### src/cpu_config.svh
`ifndef CPU_CONFIG_SVH
`define CPU_CONFIG_SVH

// Width of a data word and of an instruction word
`define DATA_W 16

// Register file size, register 0 is hardwired to zero
`define REG_CNT 16

// Entries in the instruction queue
`define QUEUE_DEPTH 4

// First fetch address after reset
`define RESET_PC 0

`endif

### src/cpuPkg.sv
`include "cpu_config.svh"

package cpuPkg;

  localparam int REG_ADDR_W = $clog2(`REG_CNT);

  // Top nibble of the instruction
  typedef enum logic [3:0] {
    opAdd  = 4'b0000,
    opAddz = 4'b0001,
    opSub  = 4'b0010,
    opAnd  = 4'b0011,
    opNor  = 4'b0100,
    opSll  = 4'b0101,
    opSrl  = 4'b0110,
    opSra  = 4'b0111,
    opLw   = 4'b1000,
    opSw   = 4'b1001,
    opLhb  = 4'b1010,
    opLlb  = 4'b1011,
    opB    = 4'b1100,
    opJal  = 4'b1101,
    opJr   = 4'b1110,
    opHlt  = 4'b1111
  } opcodeT;

  // Slot 001 is free for LHB since ADDZ reuses the add path
  typedef enum logic [2:0] {
    fnAdd = 3'b000,
    fnLhb = 3'b001,
    fnSub = 3'b010,
    fnAnd = 3'b011,
    fnNor = 3'b100,
    fnSll = 3'b101,
    fnSrl = 3'b110,
    fnSra = 3'b111
  } aluFuncT;

  // Condition field of B, instr[11:9]
  typedef enum logic [2:0] {
    condNeq    = 3'b000,
    condEq     = 3'b001,
    condGt     = 3'b010,
    condLt     = 3'b011,
    condGte    = 3'b100,
    condLte    = 3'b101,
    condOvfl   = 3'b110,
    condUncond = 3'b111
  } branchCondT;

  // One fetched word travels with its own address
  typedef struct packed {
    logic [`DATA_W-1:0] pc;
    logic [`DATA_W-1:0] instr;
  } fetchWordT;

  typedef struct packed {
    logic [REG_ADDR_W-1:0] p0Addr;
    logic [REG_ADDR_W-1:0] p1Addr;
    logic [REG_ADDR_W-1:0] dstAddr;
    logic [3:0]            shamt;
    aluFuncT               func;
    logic                  re0;
    logic                  re1;
    logic                  memRe;
    logic                  we;
    logic                  memWe;
    logic                  aluOp;
    logic                  src1Sel;
    logic                  memToReg;
    logic                  jal;
    logic                  jr;
    logic                  hlt;
    logic                  branch;
  } decodeCtrlT;

endpackage

### src/instrLink.sv
`timescale 1ns/1ps

interface instrLink;
  import cpuPkg::*;

  // Four-phase handshake, req and word from the producer
  logic      req;
  logic      ack;
  fetchWordT word;

  modport producer (
    output req,
    output word,
    input  ack
  );

  modport consumer (
    input  req,
    input  word,
    output ack
  );

endinterface

### src/aluUnit.sv
`timescale 1ns/1ps
`include "cpu_config.svh"

module aluUnit (
  input  cpuPkg::aluFuncT    func,
  input  logic [`DATA_W-1:0] a,
  input  logic [`DATA_W-1:0] b,
  input  logic [3:0]         shamt,
  output logic [`DATA_W-1:0] result,
  output logic               zr,
  output logic               ne,
  output logic               ov
);
  import cpuPkg::*;

  logic [`DATA_W-1:0] sum;
  logic [`DATA_W-1:0] diff;
  logic               sumOv;
  logic               diffOv;

  assign sum  = a + b;
  assign diff = a - b;

  // Signed overflow, result sign disagrees with the operands
  assign sumOv  = (a[`DATA_W-1] == b[`DATA_W-1]) && (sum[`DATA_W-1] != a[`DATA_W-1]);
  assign diffOv = (a[`DATA_W-1] != b[`DATA_W-1]) && (diff[`DATA_W-1] != a[`DATA_W-1]);

  always_comb begin
    case (func)
      fnAdd: result = sum;
      // Immediate byte goes high, low byte of the source stays
      fnLhb: result = {b[7:0], a[7:0]};
      fnSub: result = diff;
      fnAnd: result = a & b;
      fnNor: result = ~(a | b);
      // Shifts work on port 1
      fnSll: result = b << shamt;
      fnSrl: result = b >> shamt;
      default: result = $signed(b) >>> shamt;
    endcase
  end

  assign zr = (result == '0);
  assign ne = result[`DATA_W-1];

  // Only add and subtract can overflow
  always_comb begin
    case (func)
      fnAdd:   ov = sumOv;
      fnSub:   ov = diffOv;
      default: ov = 1'b0;
    endcase
  end

endmodule

### src/cpuTop.sv
`timescale 1ns/1ps
`include "cpu_config.svh"

module cpuTop (
  input  logic                          clk,
  input  logic                          rstN,
  output logic [`DATA_W-1:0]            imemAddr,
  input  logic [`DATA_W-1:0]            imemData,
  output logic [`DATA_W-1:0]            dmemAddr,
  output logic [`DATA_W-1:0]            dmemWdata,
  output logic                          dmemWe,
  input  logic [`DATA_W-1:0]            dmemRdata,
  output logic                          wbEn,
  output logic [cpuPkg::REG_ADDR_W-1:0] wbAddr,
  output logic [`DATA_W-1:0]            wbData,
  output logic                          halted
);

  logic               redirect;
  logic [`DATA_W-1:0] redirectPc;

  // Fetch to queue, queue to execute
  instrLink fetchLink ();
  instrLink execLink ();

  instrFetch fetch_i (
    .clk        (clk),
    .rstN       (rstN),
    .redirect   (redirect),
    .redirectPc (redirectPc),
    .imemAddr   (imemAddr),
    .imemData   (imemData),
    .fetchLink  (fetchLink.producer)
  );

  // Redirect empties the queue
  instrQueue queue_i (
    .clk     (clk),
    .rstN    (rstN),
    .flush   (redirect),
    .inLink  (fetchLink.consumer),
    .outLink (execLink.producer)
  );

  execCore exec_i (
    .clk        (clk),
    .rstN       (rstN),
    .execLink   (execLink.consumer),
    .dmemAddr   (dmemAddr),
    .dmemWdata  (dmemWdata),
    .dmemWe     (dmemWe),
    .dmemRdata  (dmemRdata),
    .redirect   (redirect),
    .redirectPc (redirectPc),
    .wbEn       (wbEn),
    .wbAddr     (wbAddr),
    .wbData     (wbData),
    .halted     (halted)
  );

endmodule

### src/execCore.sv
`timescale 1ns/1ps
`include "cpu_config.svh"

module execCore (
  input  logic                            clk,
  input  logic                            rstN,
  instrLink.consumer                      execLink,
  output logic [`DATA_W-1:0]              dmemAddr,
  output logic [`DATA_W-1:0]              dmemWdata,
  output logic                            dmemWe,
  input  logic [`DATA_W-1:0]              dmemRdata,
  output logic                            redirect,
  output logic [`DATA_W-1:0]              redirectPc,
  output logic                            wbEn,
  output logic [cpuPkg::REG_ADDR_W-1:0]   wbAddr,
  output logic [`DATA_W-1:0]              wbData,
  output logic                            halted
);
  import cpuPkg::*;

  logic [`DATA_W-1:0] rf [`REG_CNT];
  logic               zrQ;
  logic               neQ;
  logic               ovQ;
  decodeCtrlT         ctrl;
  logic [`DATA_W-1:0] nextPc;
  logic [`DATA_W-1:0] nextAddr;
  logic [`DATA_W-1:0] target;
  logic [`DATA_W-1:0] p0Data;
  logic [`DATA_W-1:0] p1Data;
  logic [`DATA_W-1:0] imm;
  logic [`DATA_W-1:0] aluB;
  logic [`DATA_W-1:0] aluResult;
  logic               aluZr;
  logic               aluNe;
  logic               aluOv;
  logic               retire;
  opcodeT             opcode;

  assign opcode = opcodeT'(execLink.word.instr[15:12]);
  assign nextPc = execLink.word.pc + 1'b1;

  instrDecode decode_i (
    .instr    (execLink.word.instr),
    .nextPc   (nextPc),
    .zr       (zrQ),
    .ne       (neQ),
    .ov       (ovQ),
    .ctrl     (ctrl),
    .nextAddr (nextAddr)
  );

  // Register 0 always reads as zero
  assign p0Data = (ctrl.re0 && ctrl.p0Addr != '0) ? rf[ctrl.p0Addr] : '0;
  assign p1Data = (ctrl.re1 && ctrl.p1Addr != '0) ? rf[ctrl.p1Addr] : '0;

  // Immediate layout depends on the opcode
  always_comb begin
    case (opcode)
      opLw, opSw: imm = {{(`DATA_W - 4){execLink.word.instr[3]}}, execLink.word.instr[3:0]};
      opLhb:      imm = {{(`DATA_W - 8){1'b0}}, execLink.word.instr[7:0]};
      opLlb:      imm = {execLink.word.instr[7:0], {(`DATA_W - 8){1'b0}}};
      default:    imm = '0;
    endcase
  end

  assign aluB = ctrl.src1Sel ? imm : p1Data;

  aluUnit alu_i (
    .func   (ctrl.func),
    .a      (p0Data),
    .b      (aluB),
    .shamt  (ctrl.shamt),
    .result (aluResult),
    .zr     (aluZr),
    .ne     (aluNe),
    .ov     (aluOv)
  );

  // Retire in the cycle ack goes up
  assign retire = execLink.req && !execLink.ack && !halted;

  assign wbData = ctrl.jal ? nextPc : ((ctrl.memToReg && ctrl.memRe) ? dmemRdata : aluResult);
  assign wbAddr = ctrl.dstAddr;
  assign wbEn   = retire && ctrl.we && (ctrl.dstAddr != '0);

  assign dmemAddr  = (ctrl.memRe || ctrl.memWe) ? aluResult : '0;
  assign dmemWdata = p1Data;
  assign dmemWe    = retire && ctrl.memWe;

  // JR jumps to the register, everything else uses the decoded address
  assign target     = ctrl.jr ? p0Data : nextAddr;
  assign redirectPc = target;
  assign redirect   = retire && (target != nextPc);

  always_ff @(posedge clk) begin
    if (wbEn) begin
      rf[wbAddr] <= wbData;
    end
  end

  always_ff @(posedge clk or negedge rstN) begin
    if (!rstN) begin
      execLink.ack <= 1'b0;
      halted       <= 1'b0;
      {zrQ, neQ, ovQ} <= 3'b000;
    end else begin
      // Hold ack until the producer lets go of req
      execLink.ack <= execLink.ack ? execLink.req : retire;
      if (retire && ctrl.hlt) begin
        halted <= 1'b1;
      end
      // Flags only move on ALU ops
      if (retire && ctrl.aluOp) begin
        {zrQ, neQ, ovQ} <= {aluZr, aluNe, aluOv};
      end
    end
  end

  noR0Write: assert property (@(posedge clk) disable iff (!rstN)
    wbEn |-> wbAddr != '0);

endmodule

### src/instrDecode.sv
`timescale 1ns/1ps
`include "cpu_config.svh"

module instrDecode (
  input  logic [`DATA_W-1:0] instr,
  input  logic [`DATA_W-1:0] nextPc,
  input  logic               zr,
  input  logic               ne,
  input  logic               ov,
  output cpuPkg::decodeCtrlT ctrl,
  output logic [`DATA_W-1:0] nextAddr
);
  import cpuPkg::*;

  opcodeT             opcode;
  branchCondT         cond;
  logic               taken;
  logic               isShift;
  logic [`DATA_W-1:0] branchTarget;
  logic [`DATA_W-1:0] jalTarget;

  assign opcode = opcodeT'(instr[15:12]);
  assign cond   = branchCondT'(instr[11:9]);

  // SLL, SRL and SRA take their operand through port 1
  assign isShift = (opcode == opSll) || (opcode == opSrl) || (opcode == opSra);

  // Offsets are relative to the following instruction
  assign branchTarget = nextPc + {{(`DATA_W - 9){instr[8]}}, instr[8:0]};
  assign jalTarget    = nextPc + {{(`DATA_W - 12){instr[11]}}, instr[11:0]};

  // Branch condition from the flags of the last ALU op
  always_comb begin
    case (cond)
      condNeq:  taken = !zr;
      condEq:   taken = zr;
      condGt:   taken = !(zr || ne);
      condLt:   taken = ne;
      condGte:  taken = !ne;
      condLte:  taken = ne || zr;
      condOvfl: taken = ov;
      default:  taken = 1'b1;
    endcase
  end

  always_comb begin
    ctrl.branch = (opcode == opB);
    ctrl.jal    = (opcode == opJal);
    ctrl.jr     = (opcode == opJr);
    ctrl.hlt    = (opcode == opHlt);

    // Plain ALU ops have a zero top bit
    ctrl.aluOp   = !instr[15];
    ctrl.src1Sel = instr[15];

    // LHB reads back its own destination to keep the low byte
    ctrl.p0Addr = (opcode == opLhb) ? instr[11:8] : instr[7:4];

    // Store data comes from the rt field
    if (opcode == opSw) begin
      ctrl.p1Addr = instr[11:8];
    end else if (isShift) begin
      ctrl.p1Addr = instr[7:4];
    end else begin
      ctrl.p1Addr = instr[3:0];
    end

    // JAL links into r15, a failed ADDZ is steered to r0
    if (ctrl.jal) begin
      ctrl.dstAddr = REG_ADDR_W'(`REG_CNT - 1);
    end else if (opcode == opAddz && !zr) begin
      ctrl.dstAddr = '0;
    end else begin
      ctrl.dstAddr = instr[11:8];
    end

    // LLB shifts the placed byte back down by 8
    ctrl.shamt = !instr[15] ? instr[3:0] : 4'd8;

    ctrl.re0      = !ctrl.hlt;
    ctrl.re1      = !ctrl.hlt;
    ctrl.memRe    = (opcode == opLw);
    ctrl.memToReg = (opcode == opLw);
    ctrl.memWe    = (opcode == opSw);
    ctrl.we       = ctrl.aluOp || ctrl.jal || (opcode == opLw)
                    || (opcode == opLhb) || (opcode == opLlb);

    // ALU ops pass their low opcode bits, ADDZ runs as add
    if (ctrl.aluOp) begin
      ctrl.func = (opcode == opAddz) ? fnAdd : aluFuncT'(instr[14:12]);
    end else if (opcode == opLhb) begin
      ctrl.func = fnLhb;
    end else if (opcode == opLlb) begin
      ctrl.func = fnSra;
    end else begin
      // LW and SW add the offset to the base
      ctrl.func = fnAdd;
    end
  end

  // Not-taken branch falls through
  always_comb begin
    if (ctrl.branch && taken) begin
      nextAddr = branchTarget;
    end else if (ctrl.jal) begin
      nextAddr = jalTarget;
    end else begin
      nextAddr = nextPc;
    end
  end

endmodule

### src/instrFetch.sv
`timescale 1ns/1ps
`include "cpu_config.svh"

module instrFetch (
  input  logic               clk,
  input  logic               rstN,
  input  logic               redirect,
  input  logic [`DATA_W-1:0] redirectPc,
  output logic [`DATA_W-1:0] imemAddr,
  input  logic [`DATA_W-1:0] imemData,
  instrLink.producer         fetchLink
);
  import cpuPkg::*;

  logic [`DATA_W-1:0] pc;
  // Word handed over, waiting for ack to fall before moving on
  logic               sent;
  logic               raise;

  // Memory is addressed straight from the pc, so a stall holds the address
  assign imemAddr = pc;

  // Open a new transfer only from a fully idle link
  assign raise = !redirect && !fetchLink.req && !fetchLink.ack && !sent;

  always_ff @(posedge clk or negedge rstN) begin
    if (!rstN) begin
      pc            <= `DATA_W'(`RESET_PC);
      fetchLink.req <= 1'b0;
      sent          <= 1'b0;
    end else if (redirect) begin
      // Abandon whatever is open and restart at the target
      pc            <= redirectPc;
      fetchLink.req <= 1'b0;
      sent          <= 1'b0;
    end else if (fetchLink.req) begin
      if (fetchLink.ack) begin
        fetchLink.req <= 1'b0;
        sent          <= 1'b1;
      end
    end else if (!fetchLink.ack) begin
      if (sent) begin
        // Ack has fallen, handshake complete
        pc   <= pc + 1'b1;
        sent <= 1'b0;
      end else begin
        fetchLink.req <= 1'b1;
      end
    end
  end

  // Capture the instruction together with its address
  always_ff @(posedge clk) begin
    if (raise) begin
      fetchLink.word.pc    <= pc;
      fetchLink.word.instr <= imemData;
    end
  end

  // Word is held for the whole time req is up
  wordStable: assert property (@(posedge clk) disable iff (!rstN)
    fetchLink.req |=> !fetchLink.req || $stable(fetchLink.word));

endmodule

### src/instrQueue.sv
`timescale 1ns/1ps
`include "cpu_config.svh"

module instrQueue (
  input  logic       clk,
  input  logic       rstN,
  input  logic       flush,
  instrLink.consumer inLink,
  instrLink.producer outLink
);
  import cpuPkg::*;

  localparam int PTR_W = $clog2(`QUEUE_DEPTH);
  localparam int CNT_W = $clog2(`QUEUE_DEPTH + 1);

  fetchWordT          mem [`QUEUE_DEPTH];
  logic [PTR_W-1:0]   wrPtr;
  logic [PTR_W-1:0]   rdPtr;
  logic [CNT_W-1:0]   count;
  logic               full;
  logic               write;
  logic               pop;

  assign full = (count == CNT_W'(`QUEUE_DEPTH));

  // Take a word on the rising side of req, never during a flush
  assign write = inLink.req && !inLink.ack && !full && !flush;
  // Consumer ack on an open req frees the head entry
  assign pop = outLink.req && outLink.ack;

  // Head entry is the offered word, it cannot move while req is up
  assign outLink.word = mem[rdPtr];

  always_ff @(posedge clk) begin
    if (write) begin
      mem[wrPtr] <= inLink.word;
    end
  end

  always_ff @(posedge clk or negedge rstN) begin
    if (!rstN) begin
      inLink.ack  <= 1'b0;
      outLink.req <= 1'b0;
      wrPtr       <= '0;
      rdPtr       <= '0;
      count       <= '0;
    end else begin
      // Input side, ack follows req back down
      if (inLink.ack) begin
        inLink.ack <= inLink.req;
      end else begin
        inLink.ack <= write;
      end
      if (flush) begin
        wrPtr       <= '0;
        rdPtr       <= '0;
        count       <= '0;
        outLink.req <= 1'b0;
      end else begin
        if (write) begin
          wrPtr <= (wrPtr == PTR_W'(`QUEUE_DEPTH - 1)) ? '0 : wrPtr + 1'b1;
        end
        if (pop) begin
          rdPtr       <= (rdPtr == PTR_W'(`QUEUE_DEPTH - 1)) ? '0 : rdPtr + 1'b1;
          outLink.req <= 1'b0;
        end else if (!outLink.req && !outLink.ack && count != '0) begin
          // Offer only once the previous ack is gone
          outLink.req <= 1'b1;
        end
        case ({write, pop})
          2'b10:   count <= count + 1'b1;
          2'b01:   count <= count - 1'b1;
          default: count <= count;
        endcase
      end
    end
  end

  noOverflow: assert property (@(posedge clk) disable iff (!rstN)
    count <= CNT_W'(`QUEUE_DEPTH));

  // An offered word must still be held when it is taken
  noUnderflow: assert property (@(posedge clk) disable iff (!rstN)
    pop && !flush |-> count != '0);

endmodule

### config.mk
export PLATFORM = sky130hd
export DESIGN_NAME = cpuTop
export DESIGN_NICKNAME = d
export VERILOG_FILES = /design/src/cpuPkg.sv /design/src/instrLink.sv /design/src/aluUnit.sv /design/src/cpuTop.sv /design/src/execCore.sv /design/src/instrDecode.sv /design/src/instrFetch.sv /design/src/instrQueue.sv
export VERILOG_INCLUDE_DIRS = /design/src
export SDC_FILE = /design/constraint.sdc
export NUM_CORES = 1
export LEC_CHECK = 0
export ABC_AREA = 1
export BUFFER_PORTS_ARGS = -buffer_cell sky130_fd_sc_hd__buf_2
export CORE_ASPECT_RATIO = 0.6
export CORE_MARGIN = 2
export CORE_UTILIZATION = 35
export DETAILED_ROUTE_END_ITERATION = 7
export SLEW_MARGIN = 10
export SYNTH_ARGS = -nofsm -noshare
export SYNTH_HDL_FRONTEND = slang
export SYNTH_SLANG_ARGS = --single-unit
### constraint.sdc
create_clock -name clk -period 7.3 [get_ports clk]
set_input_delay 1.46 -clock clk [delete_from_list [all_inputs] [get_ports clk]]
set_output_delay 1.46 -clock clk [all_outputs]
set_load 0.01 [all_outputs]
==> impl_metrics.yaml <==
run_status:
  outcome: "complete, but fails checks"
  violations: "negative setup slack"
synth:
  ys_ff_latch: 433
  synth_cell_types: 63
  synthFlopType: "edfxtp_1"
  yosysTopAreaCell: "edfxtp_1"
  avgSynthCellArea_um2: 8.09
  yosysWarnings: 0
  syn-cell-area_um2: 27100
  yosysTopAreaCellShare: 0.445
  synth_enable_flop_cells: 401
  synth_area_leaders: "edfxtp_1 (44%), nand2_1 (15%), nand3_1 (11%)"
  ys_async_sr_fraction: 0.0739
  ys_seq_area_frac: 0.475
  synthCells: 3347
  synthesis.nets: 3461
global_route:
  grt-ovfl-total: 0
  grt_max_degree: 40
  first_global_vias: 23800
  grt_first_pass_wirelength_um: 161000
  grt_antenna_before_repair: 0
  grt_usage: 0.272
sta:
  fin_hold_ws_ns: 0.480
  finalSetupViolCount: 9
  hold_viol_final: 0
  period_share: 1.04
  fmax_mhz: 132
  max_slew_margin: 0.189
  skew_ns: 0.0257
  layout_min_cycle_time_ns: 7.59
  tightestPinTransition_ns: 1.21
  rsz0062_at_grt: "yes"
  drv_slew: 0
  setup_slack_ns: -0.294
route:
  num_vias: 26800
  drt_first_pass_iters: 7
  ant_nets: 0
  drc: 0
  wl_per_cell_um: 23.4
  vias_per_cell: 5.61
  drt_iter0_drc: 4298
  routed_wl_um: 112000
worst_setup_path:
  cpMostUsedCell: "nand3_1"
  critPathMaxFanout: 6
  cpMaxStageDelayCell: "dfrtp_2"
  cp_top_family: "simple AND/OR/NAND/NOR gates"
  critPathMaxStageDelay_ns: 0.48
  required_ns: 5.84
  cp-end-kind: "output pin"
  worst-setup-path-type: "flop to output pin"
  crit_buf_inv: 11
  cp-start-kind: "flop"
  arrival_ns: 6.13
finish:
  seq_area_um2: 12800
  final_cell_mix: "nand2_1 (1,011), nand3_1 (542), edfxtp_1 (401)"
  final_nets: 3855
  layout_commonest_cell: "nand2_1"
  drive_gt1_frac: 0.239
  syn_to_final_growth_pct: 29.2
  multi_input_area_um2: 13600
  finish.instance_area_um2: 35000
  diodes: 0
  fill_cells: 7309
place:
  postPlaceCellArea_um2: 30400
  dp_hpwl_um: 79000
  io_buffer_count: 104
  gp_congestion: 1.07
floorplan:
  die_w_um: 363
  dieArea_um2: 79600
  start_util: 0.356
  rows: 78
  dieHeight_um: 219
  num_io_pins: 105
  core_um2: 76000
cts:
  clk_latency_ns: 0.61
  cts_root_buf: "clkbuf_16"
  cts_buffers: 42
  clock-sinks: 433
  clk_pin_slew_ns: 0.07
  cts_tree: "yes"
  clk_path_buf_depth: 3
  h-tree-depth: 2
min_path:
  hold_path.class: "flop to flop"
run:
  cap_violations: 0
-- cell usage after synthesis, drive strengths merged (2+ instances only) --
cell     count
nor3        27
a32oi        4
o221ai       8
nand4       14
or2          3
o21a         4
nand3b      18
edfxtp     401
clkbuf      49
xnor2       12
and2        16
nand2     1093
a31oi       19
inv        261
nor2       204
nor4         5
xor2        38
nand3      574
a221oi      20
dfrtp       32
o22ai        7
o31ai        6
o211ai      37
a211oi       8
clkinv       6
o2111ai      2
o21ai      150
ha          76
buf        112
fa           4
a21oi      117
o21bai      10
-- final cells by class --
class / instances / share of cell area
multi-input cells: 2488 / 0.390
clock buffers: 47 / 0.0306
well taps: 1000 / 0.0358
repair buffers: 506 / 0.133
inverters: 267 / 0.0301
clock inverters: 30 / 0.0122
repair inverters: 3 / 0.000823
flip-flops and latches: 433 / 0.367
-- sequential cells by signal, summed over array words and instances, names as in the netlist, 2 cells and up --
signal	count
exec_i.rf	241
fetch_i.fetchLink.word	32
fetch_i.imemAddr	16
queue_i.count	3
queue_i.mem	128
queue_i.rdPtr	2
queue_i.wrPtr	2
-- logic make-up (layout without fill, tap and decap cells) --
logic type	after synthesis	in the layout	synth area share
other	1	1	0.000139
buffers and inverters	428	853	0.0698
flip-flops	433	433	0.475
XOR/XNOR	50	50	0.0162
multiplexers	1	1	0.000370
AO/OA/AOI/OAI	399	399	0.0899
adder cells (fa/ha/maj)	80	80	0.0381
AND/OR/NAND/NOR	1955	1957	0.311
-- worst reg2reg max path: cells and delay by family (launching register included) --
kind	cells	cell delay, ns
compound gates	7	1.63
xor+xnor	2	0.65
fa+ha+maj	4	1.30
buf+inv	3	0.62
flops	1	0.48
simple gates	19	2.34
-- per-stage QoR --
| stage | utilization | std cells | setup TNS, ns | setup slack [ns] |
|---|---|---|---|---|
| final | 0.460 | 4774 | -1.37 | -0.294 |
| after global routing | 0.460 | 4774 | -5.92 | -0.537 |
| after CTS | 0.446 | 4728 | -1.01 | -0.264 |
| after detailed placement | 0.400 | 4557 | -0.343 | -0.331 |
| after global placement | 0.400 | 4557 | -0.122 | -0.122 |
| after floorplan | - | 3347 | 0 | 0.0411 |
-- worst paths after layout --
kind | start | to | slack (ns) | cells after the start
worst max-delay path | queue_i.rdPtr[0]$_DFFE_PN0N_ | wbData[12] | -0.29 | 42
worst min-delay path | exec_i.execLink.ack$_DFF_PN0_ | queue_i.outLink.req$_DFFE_PN0P_ | 0.48 | 1
worst max register to register | queue_i.rdPtr[0]$_DFFE_PN0N_ | queue_i.count[2]$_DFFE_PN0P_ | 0.15 | 35
worst min register to register | exec_i.execLink.ack$_DFF_PN0_ | queue_i.outLink.req$_DFFE_PN0P_ | 0.48 | 1
max in group asynchronous | rstN | queue_i.rdPtr[0]$_DFFE_PN0N_ | 5.71 | 1
min in group asynchronous | rstN | queue_i.count[0]$_DFFE_PN0P_ | 0.98 | 1
-- routing by layer --
layer / track usage / part of all wire / vias up / routed length (um)
met3: 0.0963 / 0.16 / 147 / 17400
met1: 0.433 / 0.46 / 12700 / 51100
li1: - / - / 12200 / -
met4: 0.0505 / 0.017 / 0 / 1910
met5: 0 / 0 / - / 0
met2: 0.343 / 0.37 / 1722 / 41300
-- timing repair --
action | 4_1_cts | 5_1_grt
hold buffers | 0 | 0
cloned | 15 | 3
hold endpoints to repair | 0 | 0
endpoints found under the setup margin | 18 | 187
buffers inserted | 79 | 46
pin swaps | 75 | 89
gates resized for setup | 232 | 194
Power is not shown: default switching activity piles up to over one toggle a cycle in this logic, so the estimate is an artifact.
